==> config.mk <==
export PLATFORM = sky130hd
export DESIGN_NAME = vcop_apb_regs
export DESIGN_NICKNAME = d
export VERILOG_FILES = /design/src/design/vcop_pkg.sv /design/src/design/vcop_decoder.sv /design/src/design/vcop_apb_regs.sv
export SDC_FILE = /design/constraint.sdc
export NUM_CORES = 1
export LEC_CHECK = 0
export BUFFER_PORTS_ARGS = -buffer_cell sky130_fd_sc_hd__buf_2
export CAP_MARGIN = 20
export CORE_MARGIN = 3
export CORE_UTILIZATION = 44
export DETAILED_ROUTE_END_ITERATION = 16
export GPL_ROUTABILITY_DRIVEN = 1
export MAX_ROUTING_LAYER = met4
export PLACE_DENSITY_LB_ADDON = 0.08
export SYNTH_ARGS = -nofsm -noshare
export SYNTH_HDL_FRONTEND = slang
export SYNTH_HIERARCHICAL = 1
export SYNTH_SLANG_ARGS = --single-unit
==> constraint.sdc <==
create_clock -name clk -period 4 [get_ports clk]
set_input_delay 0.6 -clock clk [delete_from_list [all_inputs] [get_ports clk]]
set_output_delay 0.6 -clock clk [all_outputs]
set_load 0.05 [all_outputs]
==> src/design/vcop_pkg.sv <==
`default_nettype none

package vcop_pkg;

    //////////////////////////////////////////////////
    // Sizes
    //////////////////////////////////////////////////
    localparam int ELEN      = 32;                 // Fixed SEW
    localparam int NUM_LANES = 4;                  // Elements per register, ALU lanes
    localparam int VLEN      = ELEN * NUM_LANES;
    localparam int NUM_VREGS = 32;
    localparam int VREG_AW   = 5;
    localparam int APB_AW    = 12;

    // Register map
    localparam logic [APB_AW-1:0] ADDR_INSTR  = 12'h000;  // Issue on write
    localparam logic [APB_AW-1:0] ADDR_SCALAR = 12'h004;
    localparam logic [APB_AW-1:0] ADDR_VWIN   = 12'h400;  // Bits 8:4 reg, 3:2 element

    //////////////////////////////////////////////////
    // RVV encodings
    //////////////////////////////////////////////////
    localparam logic [6:0] OPC_OPV = 7'b1010111;

    localparam logic [2:0] F3_OPIVV = 3'b000;
    localparam logic [2:0] F3_OPMVV = 3'b010;
    localparam logic [2:0] F3_OPIVI = 3'b011;
    localparam logic [2:0] F3_OPIVX = 3'b100;

    localparam logic [5:0] F6_VADD    = 6'b000000;
    localparam logic [5:0] F6_VSUB    = 6'b000010;
    localparam logic [5:0] F6_VAND    = 6'b001001;
    localparam logic [5:0] F6_VOR     = 6'b001010;
    localparam logic [5:0] F6_VXOR    = 6'b001011;
    localparam logic [5:0] F6_VREDSUM = 6'b000000;  // Under OPMVV only

    //////////////////////////////////////////////////
    // Types
    //////////////////////////////////////////////////
    typedef enum logic [2:0] {ALU_ADD, ALU_SUB, ALU_AND, ALU_OR, ALU_XOR} alu_op_e;
    typedef enum logic [1:0] {SRC_VS1, SRC_SCALAR, SRC_IMM} src_sel_e;

    typedef logic [ELEN-1:0] elem_t;
    typedef elem_t [NUM_LANES-1:0] vreg_t;   // Element 0 in the low bits

    typedef struct packed {
        logic               is_red;   // vredsum, else element-wise
        alu_op_e            alu_op;
        src_sel_e           src_sel;
        logic [VREG_AW-1:0] vd;
        logic [VREG_AW-1:0] vs1;
        logic [VREG_AW-1:0] vs2;
        logic [4:0]         imm5;
    } dec_instr_t;

    typedef struct packed {
        logic              psel;
        logic              penable;
        logic              pwrite;
        logic [APB_AW-1:0] paddr;
        logic [31:0]       pwdata;
    } apb_req_t;

    typedef struct packed {
        logic [31:0] prdata;
        logic        pready;
        logic        pslverr;
    } apb_rsp_t;

    typedef struct packed {
        logic               en;
        logic [VREG_AW-1:0] addr;
        vreg_t              data;
    } vreg_wr_t;

    typedef struct packed {
        logic               en;
        logic [VREG_AW-1:0] addr;
        logic [1:0]         idx;
        elem_t              data;
    } elem_wr_t;

endpackage

`default_nettype wire

==> src/design/vcop_decoder.sv <==
`timescale 1ns/10ps
`default_nettype none

module vcop_decoder (
    input  logic [31:0]          instr,
    output vcop_pkg::dec_instr_t dec,
    output logic                 illegal
);
    import vcop_pkg::*;

    logic [5:0] funct6;
    logic [2:0] funct3;
    logic       legal_op;   // funct6 and funct3 pair is implemented

    assign funct6 = instr[31:26];
    assign funct3 = instr[14:12];

    always_comb begin
        dec.is_red  = 1'b0;
        dec.alu_op  = ALU_ADD;
        dec.src_sel = SRC_VS1;
        dec.vd      = instr[11:7];
        dec.vs1     = instr[19:15];
        dec.vs2     = instr[24:20];
        dec.imm5    = instr[19:15];   // Same field as vs1 in the .vi form
        legal_op    = 1'b1;
        case (funct3)
            F3_OPIVV, F3_OPIVX, F3_OPIVI: begin
                case (funct6)
                    F6_VADD: dec.alu_op = ALU_ADD;
                    F6_VSUB: begin
                        dec.alu_op = ALU_SUB;
                        legal_op   = (funct3 != F3_OPIVI);   // No vsub.vi in RVV
                    end
                    F6_VAND: dec.alu_op = ALU_AND;
                    F6_VOR:  dec.alu_op = ALU_OR;
                    F6_VXOR: dec.alu_op = ALU_XOR;
                    default: legal_op = 1'b0;
                endcase
                if (funct3 == F3_OPIVX) begin
                    dec.src_sel = SRC_SCALAR;
                end else if (funct3 == F3_OPIVI) begin
                    dec.src_sel = SRC_IMM;
                end
            end
            F3_OPMVV: begin
                dec.is_red = 1'b1;                    // vs1[0] seeds the sum
                legal_op   = (funct6 == F6_VREDSUM);
            end
            default: legal_op = 1'b0;
        endcase
    end

    // Wrong major opcode, masked form (vm clear) or unknown pair
    assign illegal = (instr[6:0] != OPC_OPV) || !instr[25] || !legal_op;

endmodule

`default_nettype wire

==> src/design/vcop_apb_regs.sv <==
`timescale 1ns/10ps
`default_nettype none

module vcop_apb_regs (
    input  logic                         clk,
    input  logic                         rst_n,
    input  vcop_pkg::apb_req_t           apb_req,
    output vcop_pkg::apb_rsp_t           apb_rsp,
    output logic                         issue,
    output vcop_pkg::dec_instr_t         dec,
    output vcop_pkg::elem_t              scalar,
    input  logic                         done,
    output vcop_pkg::elem_wr_t           elem_wr,
    output logic [vcop_pkg::VREG_AW-1:0] elem_rd_addr,
    output logic [1:0]                   elem_rd_idx,
    input  vcop_pkg::elem_t              elem_rd_data
);
    import vcop_pkg::*;

    logic        access;       // APB access phase
    logic        sel_instr;
    logic        sel_scalar;
    logic        sel_win;
    logic        instr_wr;
    logic        pending;      // Instruction in flight
    logic [31:0] last_instr;
    dec_instr_t  dec_w;
    logic        illegal;

    vcop_decoder i_vcop_decoder (
        .instr   (apb_req.pwdata),
        .dec     (dec_w),
        .illegal (illegal)
    );

    assign access     = apb_req.psel && apb_req.penable;
    assign sel_instr  = (apb_req.paddr == ADDR_INSTR);
    assign sel_scalar = (apb_req.paddr == ADDR_SCALAR);
    assign sel_win    = (apb_req.paddr[APB_AW-1:9] == ADDR_VWIN[APB_AW-1:9]);
    assign instr_wr   = access && apb_req.pwrite && sel_instr;
    assign issue      = instr_wr && !illegal && !pending;   // Once per legal write

    // Element window straight onto the regfile ports
    assign elem_rd_addr = apb_req.paddr[8:4];
    assign elem_rd_idx  = apb_req.paddr[3:2];
    assign elem_wr.en   = access && apb_req.pwrite && sel_win;
    assign elem_wr.addr = apb_req.paddr[8:4];
    assign elem_wr.idx  = apb_req.paddr[3:2];
    assign elem_wr.data = apb_req.pwdata;

    // Unmapped reads return zero
    assign apb_rsp.prdata = sel_instr  ? last_instr   :
                            sel_scalar ? scalar       :
                            sel_win    ? elem_rd_data : '0;

    // Legal instruction writes stall until the writeback of vd
    assign apb_rsp.pready  = access && !(instr_wr && !illegal && !done);
    assign apb_rsp.pslverr = instr_wr && illegal;

    always_ff @(posedge clk or negedge rst_n) begin
        if (!rst_n) begin
            pending    <= 1'b0;
            last_instr <= '0;
            dec        <= '0;
            scalar     <= '0;
        end else begin
            if (issue) begin
                pending    <= 1'b1;
                last_instr <= apb_req.pwdata;
                dec        <= dec_w;      // Held for the whole execution
            end else if (done) begin
                pending <= 1'b0;
            end
            if (access && apb_req.pwrite && sel_scalar) begin
                scalar <= apb_req.pwdata;
            end
        end
    end

    // Only the stalled instruction write may be on the bus while busy
    a_held_transfer : assert property (@(posedge clk) disable iff (!rst_n)
        pending && apb_req.psel |->
            apb_req.pwrite && sel_instr && (apb_req.pwdata == last_instr));

endmodule

`default_nettype wire

Word-level counts from Yosys, hierarchy flattened. Cells that the tools add are included.

Equal/unequal tests: 11. Multiplexer cells: 12. Reductions and logical operators: 24.

Operator list (count): $mux 32 (3); $eq 6x4->1 const B (3); $eq 12x3->1 const B (1); $logic_not 12->1 (1); $pmux 3 s4 (1); $logic_and 1x1->1 (10); $eq 3x2->1 const B (3); $ne 7x7->1 const B (1); $eq 6x2->1 const B (1); $logic_not 1->1 (6); $logic_not 6->1 (1); $mux 5 (1); $mux 2 (2); $pmux 1 s2 (2); $reduce_or 4->1 (1); $eq 3x3->1 const B (1); $logic_not 3->1 (1); $mux 1 (3); $ne 3x2->1 const B (1); $reduce_or 3->1 (1); $logic_or 1x1->1 (2); $reduce_bool 2->1 (1).

Register bits after elaboration: 86. Bits of input ports: 82. Word-level logic and storage cells: 56.

Depth between registers and ports, before layout. Gate-level depths: netlist of run 1.

Depth after elaboration: 11. Mapped depth: 8. Depth with buffers taken out: 6.

By module. Netlist of run 1, hierarchy kept.

Modules (own cells, without submodules): vcop_apb_regs (instances 1, cells each 367, area an instance 4565.6 um^2, sequential area each 2277.2 um^2); vcop_decoder (instances 1, cells each 42, area an instance 312.8 um^2, sequential area each 0.0 um^2).

Worst setup path before layout of run 1. No wires, ideal clock.

Kind: input to output. Start point: input apb_req[38] in the netlist's numbering. End point: output apb_rsp[0] in the netlist's numbering. Arrival time: 2.679 ns. Required time: 3.400 ns. Slack: 0.721 ns. Stages on the path: 6. Path buffers: 2. Path through: nor4_2 -> and3_1 -> clkbuf_1 -> nand2_1 -> clkbuf_1 -> nor3_1.

RTL lines: start: declaration (line vcop_apb_regs.sv:7) `input vcop_pkg::apb_req_t apb_req,`; end: declaration (line vcop_apb_regs.sv:8) `output vcop_pkg::apb_rsp_t apb_rsp,`.

Final worst setup path of run 1.
Start point: input apb_req[3] in the netlist's numbering. End point: output issue.

Longest elaborated chain between the ends: 6.

RTL lines: $ne 7x7->1 (line vcop_decoder.sv:55) `assign illegal = (instr[6:0] != OPC_OPV) || !instr[25] || !legal_op;`; $logic_or 1x1->1 (2 in a row) (line vcop_decoder.sv:55); named net illegal (line vcop_apb_regs.sv:28) `logic illegal;`; $logic_not 1->1 (line vcop_apb_regs.sv:41) `assign issue = instr_wr && !illegal && !pending;`; $logic_and 1x1->1 (2 in a row) (line vcop_apb_regs.sv:41); end: declaration (line vcop_apb_regs.sv:9) `output logic issue,`.

The timed path passes the listed nets, and every way through them passes these cells.

==> results of run 1 <==
worst min path at each step:
stage	start	slack, ns	endpoint	cells past startpoint
6_report	rst_n	0.36	dec[7]	1
5_1_grt	rst_n	0.42	dec[7]	1
4_1_cts	rst_n	0.40	dec[7]	1
3_5_place_dp	pending	0.48	pending	1
3_3_place_gp	pending	0.46	pending	1
2_1_floorplan	rst_n	0.30	dec[0]	0
power groups by stage:
stage | registers, mW | clock network [mW] | logic [mW]
after floorplan | 0.940 | 0 | 0.198
after global placement | 0.938 | 0 | 0.271
after detailed placement | 0.938 | 0 | 0.272
after CTS | 0.920 | 0.721 | 0.272
after global routing | 0.920 | 0.766 | 0.286
final | 0.920 | 0.698 | 0.270
synth_stat cells, drive strengths merged:
cell     instances  area, sq um
and2b            3         25.0
nand3            2         10.0
o21a             1         7.51
dfrtp           91         2280
nor3             5         41.3
o21ai           33          165
nand4b           2         17.5
buf             76          569
mux2            90         1130
a21o             1         7.51
a21oi            1         5.00
xnor2            1         8.76
nor4             2         25.0
and3             1         6.26
o2111ai          1         8.76
and2             1         6.26
a41oi            1         8.76
or3              2         12.5
mux2i            1         10.0
nor3b            2         20.0
and4             1         8.76
a2bb2oi         32          280
and3b            1         10.0
nand2           35          131
o211ai           1         7.51
clkbuf          13         48.8
inv              3         11.3
nor2             6         22.5
stage by stage:
step           setup slack, ns  cell area (sq um)  instances  utilization [%]
6_report                  1.10               5850        701             55.4
5_1_grt                  0.975               5850        701             55.4
4_1_cts                   1.06               5830        700             55.2
3_5_place_dp              1.03               5600        684             53.1
3_3_place_gp              1.07               5600        684             53.1
2_1_floorplan            0.721               4880        409                -
sequential cells by signal, summed over array words and instances, names as in the netlist:
| signal | flops |
|---|---|
| dec | 26 |
| pending | 1 |
| last_instr | 32 |
| scalar | 32 |
logic make-up (layout without fill, tap and decap cells):
group,Yosys count,after routing,share of synthesized area [%]
buffers and inverters,92,248,12.9
XOR/XNOR,1,1,0.180
AO/OA/AOI/OAI,71,71,10.1
multiplexers,91,91,23.3
AND/OR/NAND/NOR,63,63,6.90
flip-flops,91,91,46.7
cell type report:
type	instances	area [sq um]	share of cell area, %
multi-input combinational	226	1980	33.9
inverter	3	11.3	0.192
clock buffer	11	141	2.42
clock inverter	5	85.1	1.45
timing repair buffer	229	1180	20.2
sequential	91	2280	38.9
tap	136	170	2.91
critical path, stage by stage:
cell	delay (ns)
sky130_fd_sc_hd__buf_2	0.12
sky130_fd_sc_hd__nand4b_1	0.19
sky130_fd_sc_hd__nor2_1	0.20
sky130_fd_sc_hd__o2111ai_1	0.20
sky130_fd_sc_hd__or3_1	0.44
sky130_fd_sc_hd__nor3_1	0.22
sky130_fd_sc_hd__buf_2	0.31
layer usage:
layer,track usage (%),share of wire (%),wire length [um]
met1,25.6,45,5560
met2,32.2,47,5750
met3,4.26,6.1,745
met4,5.52,1.4,167
met5,-,0,0
==> Flow_metrics.wiki, run 1 <==
{| class="wikitable"
! Metric !! Value
|-
| Required time reported for the critical path endpoint || roughly 3.4 ns
|-
| Cell at the root of the clock tree || sky130_fd_sc_hd__clkbuf_8
|-
| Most common cell after layout, fill and taps aside || sky130_fd_sc_hd__buf_2
|-
| Headroom to the max-slew limit || just under 40%
|-
| Post-cts sizing count || 0
|-
| Overall die width || 111 um
|-
| Overall routing resource usage || between 10% and 20%
|-
| Commonest cells after routing, fill and taps aside || sky130_fd_sc_hd__buf_2 (220), sky130_fd_sc_hd__dfrtp_1 (91), sky130_fd_sc_hd__mux2_2 (60)
|-
| Sum of negative setup slack || 0 ns
|-
| Run status || complete, no violations
|-
| Peak clock frequency supported by timing || between 0.3 and 0.4 GHz
|-
| Synth Register Bits || just over 90
|-
| Clock tree from TritonCTS || yes
|-
| Initial DRC Count || 152
|-
| Setup repair after global routing missed its margin || false
|-
| Max Cap Viol || 0
|-
| Register-to-register path setup slack || 2.12 ns
|-
| Start point of the critical path || apb_req[3]
|-
| Final count of pins violating max slew || 0
|-
| Min Clock Period, post-route || 2.90 ns
|-
| Final routed wirelength across all metal layers || between 10000 and 15000 um
|-
| Number of antenna repair diodes || 0
|-
| Wire length of the first global-routing pass || 19500 um
|-
| Post-route ant nets || 0
|-
| PwrDens || 323 nW/um^2
|-
| IO Pins || around 220
|-
| Routed wire length per instance || approximately 17 um
|-
| Type of origin of the critical path || input pin
|-
| Starting utilization of the core area || a little under half
|-
| TritonCTS Buffers || 9
|-
| Switching power summed over all nets || roughly 0.53 mW
|-
| Synth unique cells || 36
|-
| Number of warning messages in the yosys log || 6
|-
| Syn nets || around 500
|-
| DP HPWL || between 8000 and 9000 um
|-
| Number of global-route vias before repair || 3570
|-
| Final net count || ~640
|-
| Highest fanout seen on the critical path || 4
|-
| Cell count after synthesis || 409
|-
| Origin of the critical flop-to-flop path || pending
|-
| Fraction of final layout cells with drive strength greater than 1 || between 60% and 70%
|-
| Grt ovf || 0
|-
| Comb power frac || 14.3%
|-
| Die area || 12400 sq um
|-
| CTS sink cnt || 91
|-
| Relative contribution of sequential cells to total power || between 40% and 50%
|-
| Post-synthesis to final-layout area growth || 19.9%
|-
| Critical path type || in2out
|-
| Routability Congestion || approximately 0.8
|-
| Final hold violation count || 0
|-
| Final worst path period share || between 70% and 80%
|-
| Total leakage power || between 3 and 4 nW
|-
| Detail-routed via count per cell || 5.12
|-
| Initial antenna violation count || 0
|-
| Final worst hold slack || around 0.36 ns
|-
| Clock latency of the later-clocked register in the worst-skew pair || 0.35 ns
|-
| Number of hold buffers added after CTS || 0
|-
| Sequential area share after synthesis || between 40 and 50%
|-
| Type of the most critical hold path || in2async
|-
| CTS clock-pin slew for the worst setup and hold paths || approximately 0.09 ns
|-
| Worst path arrival time || approximately 2.3 ns
|-
| Largest net degree at the start of global routing || between 70 and 80
|-
| Clock Skews || ~0.0087 ns
|-
| Via count || 3591
|-
| I/O Buffers || approximately 220
|-
| H-tree depth || 3
|-
| Std-Cell Rows || 37
|-
| Capturing point of the worst reg2reg path || last_instr[23]
|-
| Die H || roughly 110 um
|-
| Endpoint type of the worst setup path || output port
|-
| Tot Pwr || between 1.5 and 2 mW
|-
| Peak VDD IR || 148 uV
|-
| Drt pass-1 iters || 6
|-
| Critical Path End || issue
|-
| Clock power share || between 30 and 40%
|-
| Length in cells of the worst reg-to-reg path || 4
|-
| Actual transition at the worst max-transition pin || just over 0.9 ns
|-
| Buffers inserted by post-CTS timing repair || 0
|-
| Final-report setup violation count || 0
|-
| Filler cell count || around 940
|-
| Residual DRC count || 0
|-
| Maximum buffer depth of the clock tree || 2
|-
| Post-synthesis cell area || a little under 5000 sq um
|-
| Internal power || between 1 and 1.5 mW
|-
| Switching share of power || roughly 28%
|-
| Core Region || roughly 11000 sq um
|-
| Post-synthesis area per instance || 11.9 sq um
|}
No activity file was read; power rests on OpenSTA's default activity.
==> inputs of run 2 (changes only) <==
Clock period 4 ns to 2.7 ns, I/O delays scaled along.
==> run 2 against run 1 <==
Net effect: combinational power rose by 51%; die area stayed put; final area is 0.62% higher; cell count up 1.0%; power up 38%; via count grew 1.1%; critical path type unchanged; largest power group unchanged.
==> Flow_metrics.wiki, run 2 (synthesis gave the netlist of run 1 again) <==
{| class="wikitable"
! Metric !! Value
|-
| Post-cts sizing count || 0
|-
| Most common cell after layout, fill and taps aside || sky130_fd_sc_hd__buf_2
|-
| Peak clock frequency supported by timing || approximately 0.4 GHz
|-
| Die area || 12400 sq um
|-
| Drt pass-1 iters || 4
|-
| Required time reported for the critical path endpoint || ~2.3 ns
|-
| Actual transition at the worst max-transition pin || about 0.5 ns
|-
| PwrDens || 444 nW/um^2
|-
| Total leakage power || about 3.4 nW
|-
| Worst path arrival time || 2.07 ns
|-
| Initial antenna violation count || 0
|-
| Min Clock Period, post-route || roughly 2.5 ns
|-
| Max Cap Viol || 0
|-
| Type of origin of the critical path || input pin
|-
| Clock tree from TritonCTS || yes
|-
| Fraction of final layout cells with drive strength greater than 1 || about three fifths
|-
| Largest net degree at the start of global routing || 57
|-
| Final worst path period share || between 90 and 100%
|-
| Largest registers in the final layout || last_instr (32), scalar (32), dec (26)
|-
| Headroom to the max-slew limit || ~68%
|-
| Peak VDD IR || approximately 230 uV
|-
| Residual DRC count || 0
|-
| DP HPWL || 9380 um
|-
| Endpoint type of the worst setup path || output port
|-
| CTS sink cnt || around 90
|-
| Overall die width || ~110 um
|-
| Cell at the root of the clock tree || sky130_fd_sc_hd__clkbuf_8
|-
| Final routed wirelength across all metal layers || 12400 um
|-
| Post-route ant nets || 0
|-
| Clock latency of the later-clocked register in the worst-skew pair || ~0.35 ns
|-
| Routed wire length per instance || between 15 and 20 um
|-
| Post-synthesis to final-layout area growth || 20.7%
|-
| Routability Congestion || about 0.80
|-
| Setup repair after global routing missed its margin || false
|-
| Final count of pins violating max slew || 0
|-
| H-tree depth || 3
|-
| Std-Cell Rows || 37
|-
| CTS clock-pin slew for the worst setup and hold paths || 0.10 ns
|-
| IO Pins || 222
|-
| Number of global-route vias before repair || 3734
|-
| Core Region || around 11000 sq um
|-
| Final net count || roughly 650
|-
| Grt ovf || 0
|-
| Via count || ~3600
|-
| Type of the most critical hold path || in2async
|-
| Final-report setup violation count || 0
|-
| Starting utilization of the core area || between 40% and 50%
|-
| Run status || complete, no violations
|-
| Initial DRC Count || approximately 110
|-
| Maximum buffer depth of the clock tree || 2
|-
| Highest fanout seen on the critical path || 10
|-
| Number of antenna repair diodes || 0
|-
| Wire length of the first global-routing pass || 20000 um
|-
| Final Util || 55.8%
|-
| TritonCTS Buffers || 9
|-
| Overall routing resource usage || between 20% and 30%
|-
| Sum of negative setup slack || 0 ns
|-
| Final hold violation count || 0
|-
| Commonest cells after routing, fill and taps aside || sky130_fd_sc_hd__buf_2 (220), sky130_fd_sc_hd__dfrtp_1 (91), sky130_fd_sc_hd__mux2_2 (60)
|-
| Number of hold buffers added after CTS || 0
|-
| Buffers inserted by post-CTS timing repair || 0
|-
| Critical path type || in2out
|-
| Clock Skews || 0.00838 ns
|-
| Detail-routed via count per cell || between 5 and 6
|-
| I/O Buffers || roughly 220
|-
| Die H || approximately 110 um
|}
==> run 2: changes by cell type in the layout (fill, tap and decap cells not counted), moves of 2 or more <==
cell,delta
sky130_fd_sc_hd__buf_12,+2
sky130_fd_sc_hd__inv_6,+2
sky130_fd_sc_hd__buf_4,+5
sky130_fd_sc_hd__clkinv_2,+2
sky130_fd_sc_hd__nor3_1,-2
sky130_fd_sc_hd__nor3_2,+2
sky130_fd_sc_hd__bufinv_16,-2
==> run 2: final timing paths <==
check                                  from            end  slack [ns]  depth (start not counted)
worst max-delay path            apb_req[38]    apb_rsp[11]        0.22                          7
worst min-delay path                  rst_n     scalar[21]      0.0002                          1
worst max register to register      pending  last_instr[1]        0.95                          4
worst min register to register      pending        pending        0.50                          1
max in group asynchronous             rst_n        dec[22]        2.02                          2
min in group clk                 apb_req[7]      scalar[7]        0.32                          2
==> run 2: power breakdown <==
| part | internal [mW] | switching (mW) |
|---|---|---|
| clock network | 0.342 | 0.502 |
| logic | 0.104 | 0.304 |
| registers | 1.36 | 0.000488 |
| total | 1.81 | 0.806 |
==> run 2: area by class of cell <==
class,count,area [sq um]
Clock inverter,7,51.3
Sequential cell,91,2280
Inverter,3,11.3
Tap cell,136,170
Multi-Input combinational cell,226,1990
Fill cell,948,4670
Timing Repair Buffer,236,1260
Clock buffer,9,124
==> run 2: layer usage <==
metal / track usage [%] / vias up / part of all wire (%)
li1: - / 1698 / -
met1: 27.3 / 1791 / 45
met2: 32.6 / 137 / 48
met3: 3.98 / 6 / 6.4
met4: 4.38 / 0 / 0.64
met5: - / - / 0
==> run 2: critical path: stages <==
cell	delay (ns)
sky130_fd_sc_hd__buf_2	0.11
sky130_fd_sc_hd__nor4_2	0.31
sky130_fd_sc_hd__and3_1	0.32
sky130_fd_sc_hd__nand2_1	0.28
sky130_fd_sc_hd__buf_4	0.28
sky130_fd_sc_hd__a2bb2oi_1	0.14
sky130_fd_sc_hd__buf_2	0.21
==> run 2: stage by stage <==
step	hold slack, ns	std cells	area [sq um]	power [mW]	setup slack, ns
CTS	0.00681	708	5890	2.65	0.232
finish	0.000178	708	5890	2.61	0.223
detailed placement	0.400	692	5710	1.80	0.128
global route	0.00696	708	5890	2.73	0.147
global placement	0.393	692	5710	1.80	0.173
floorplan	0.109	409	4890	1.69	0.131
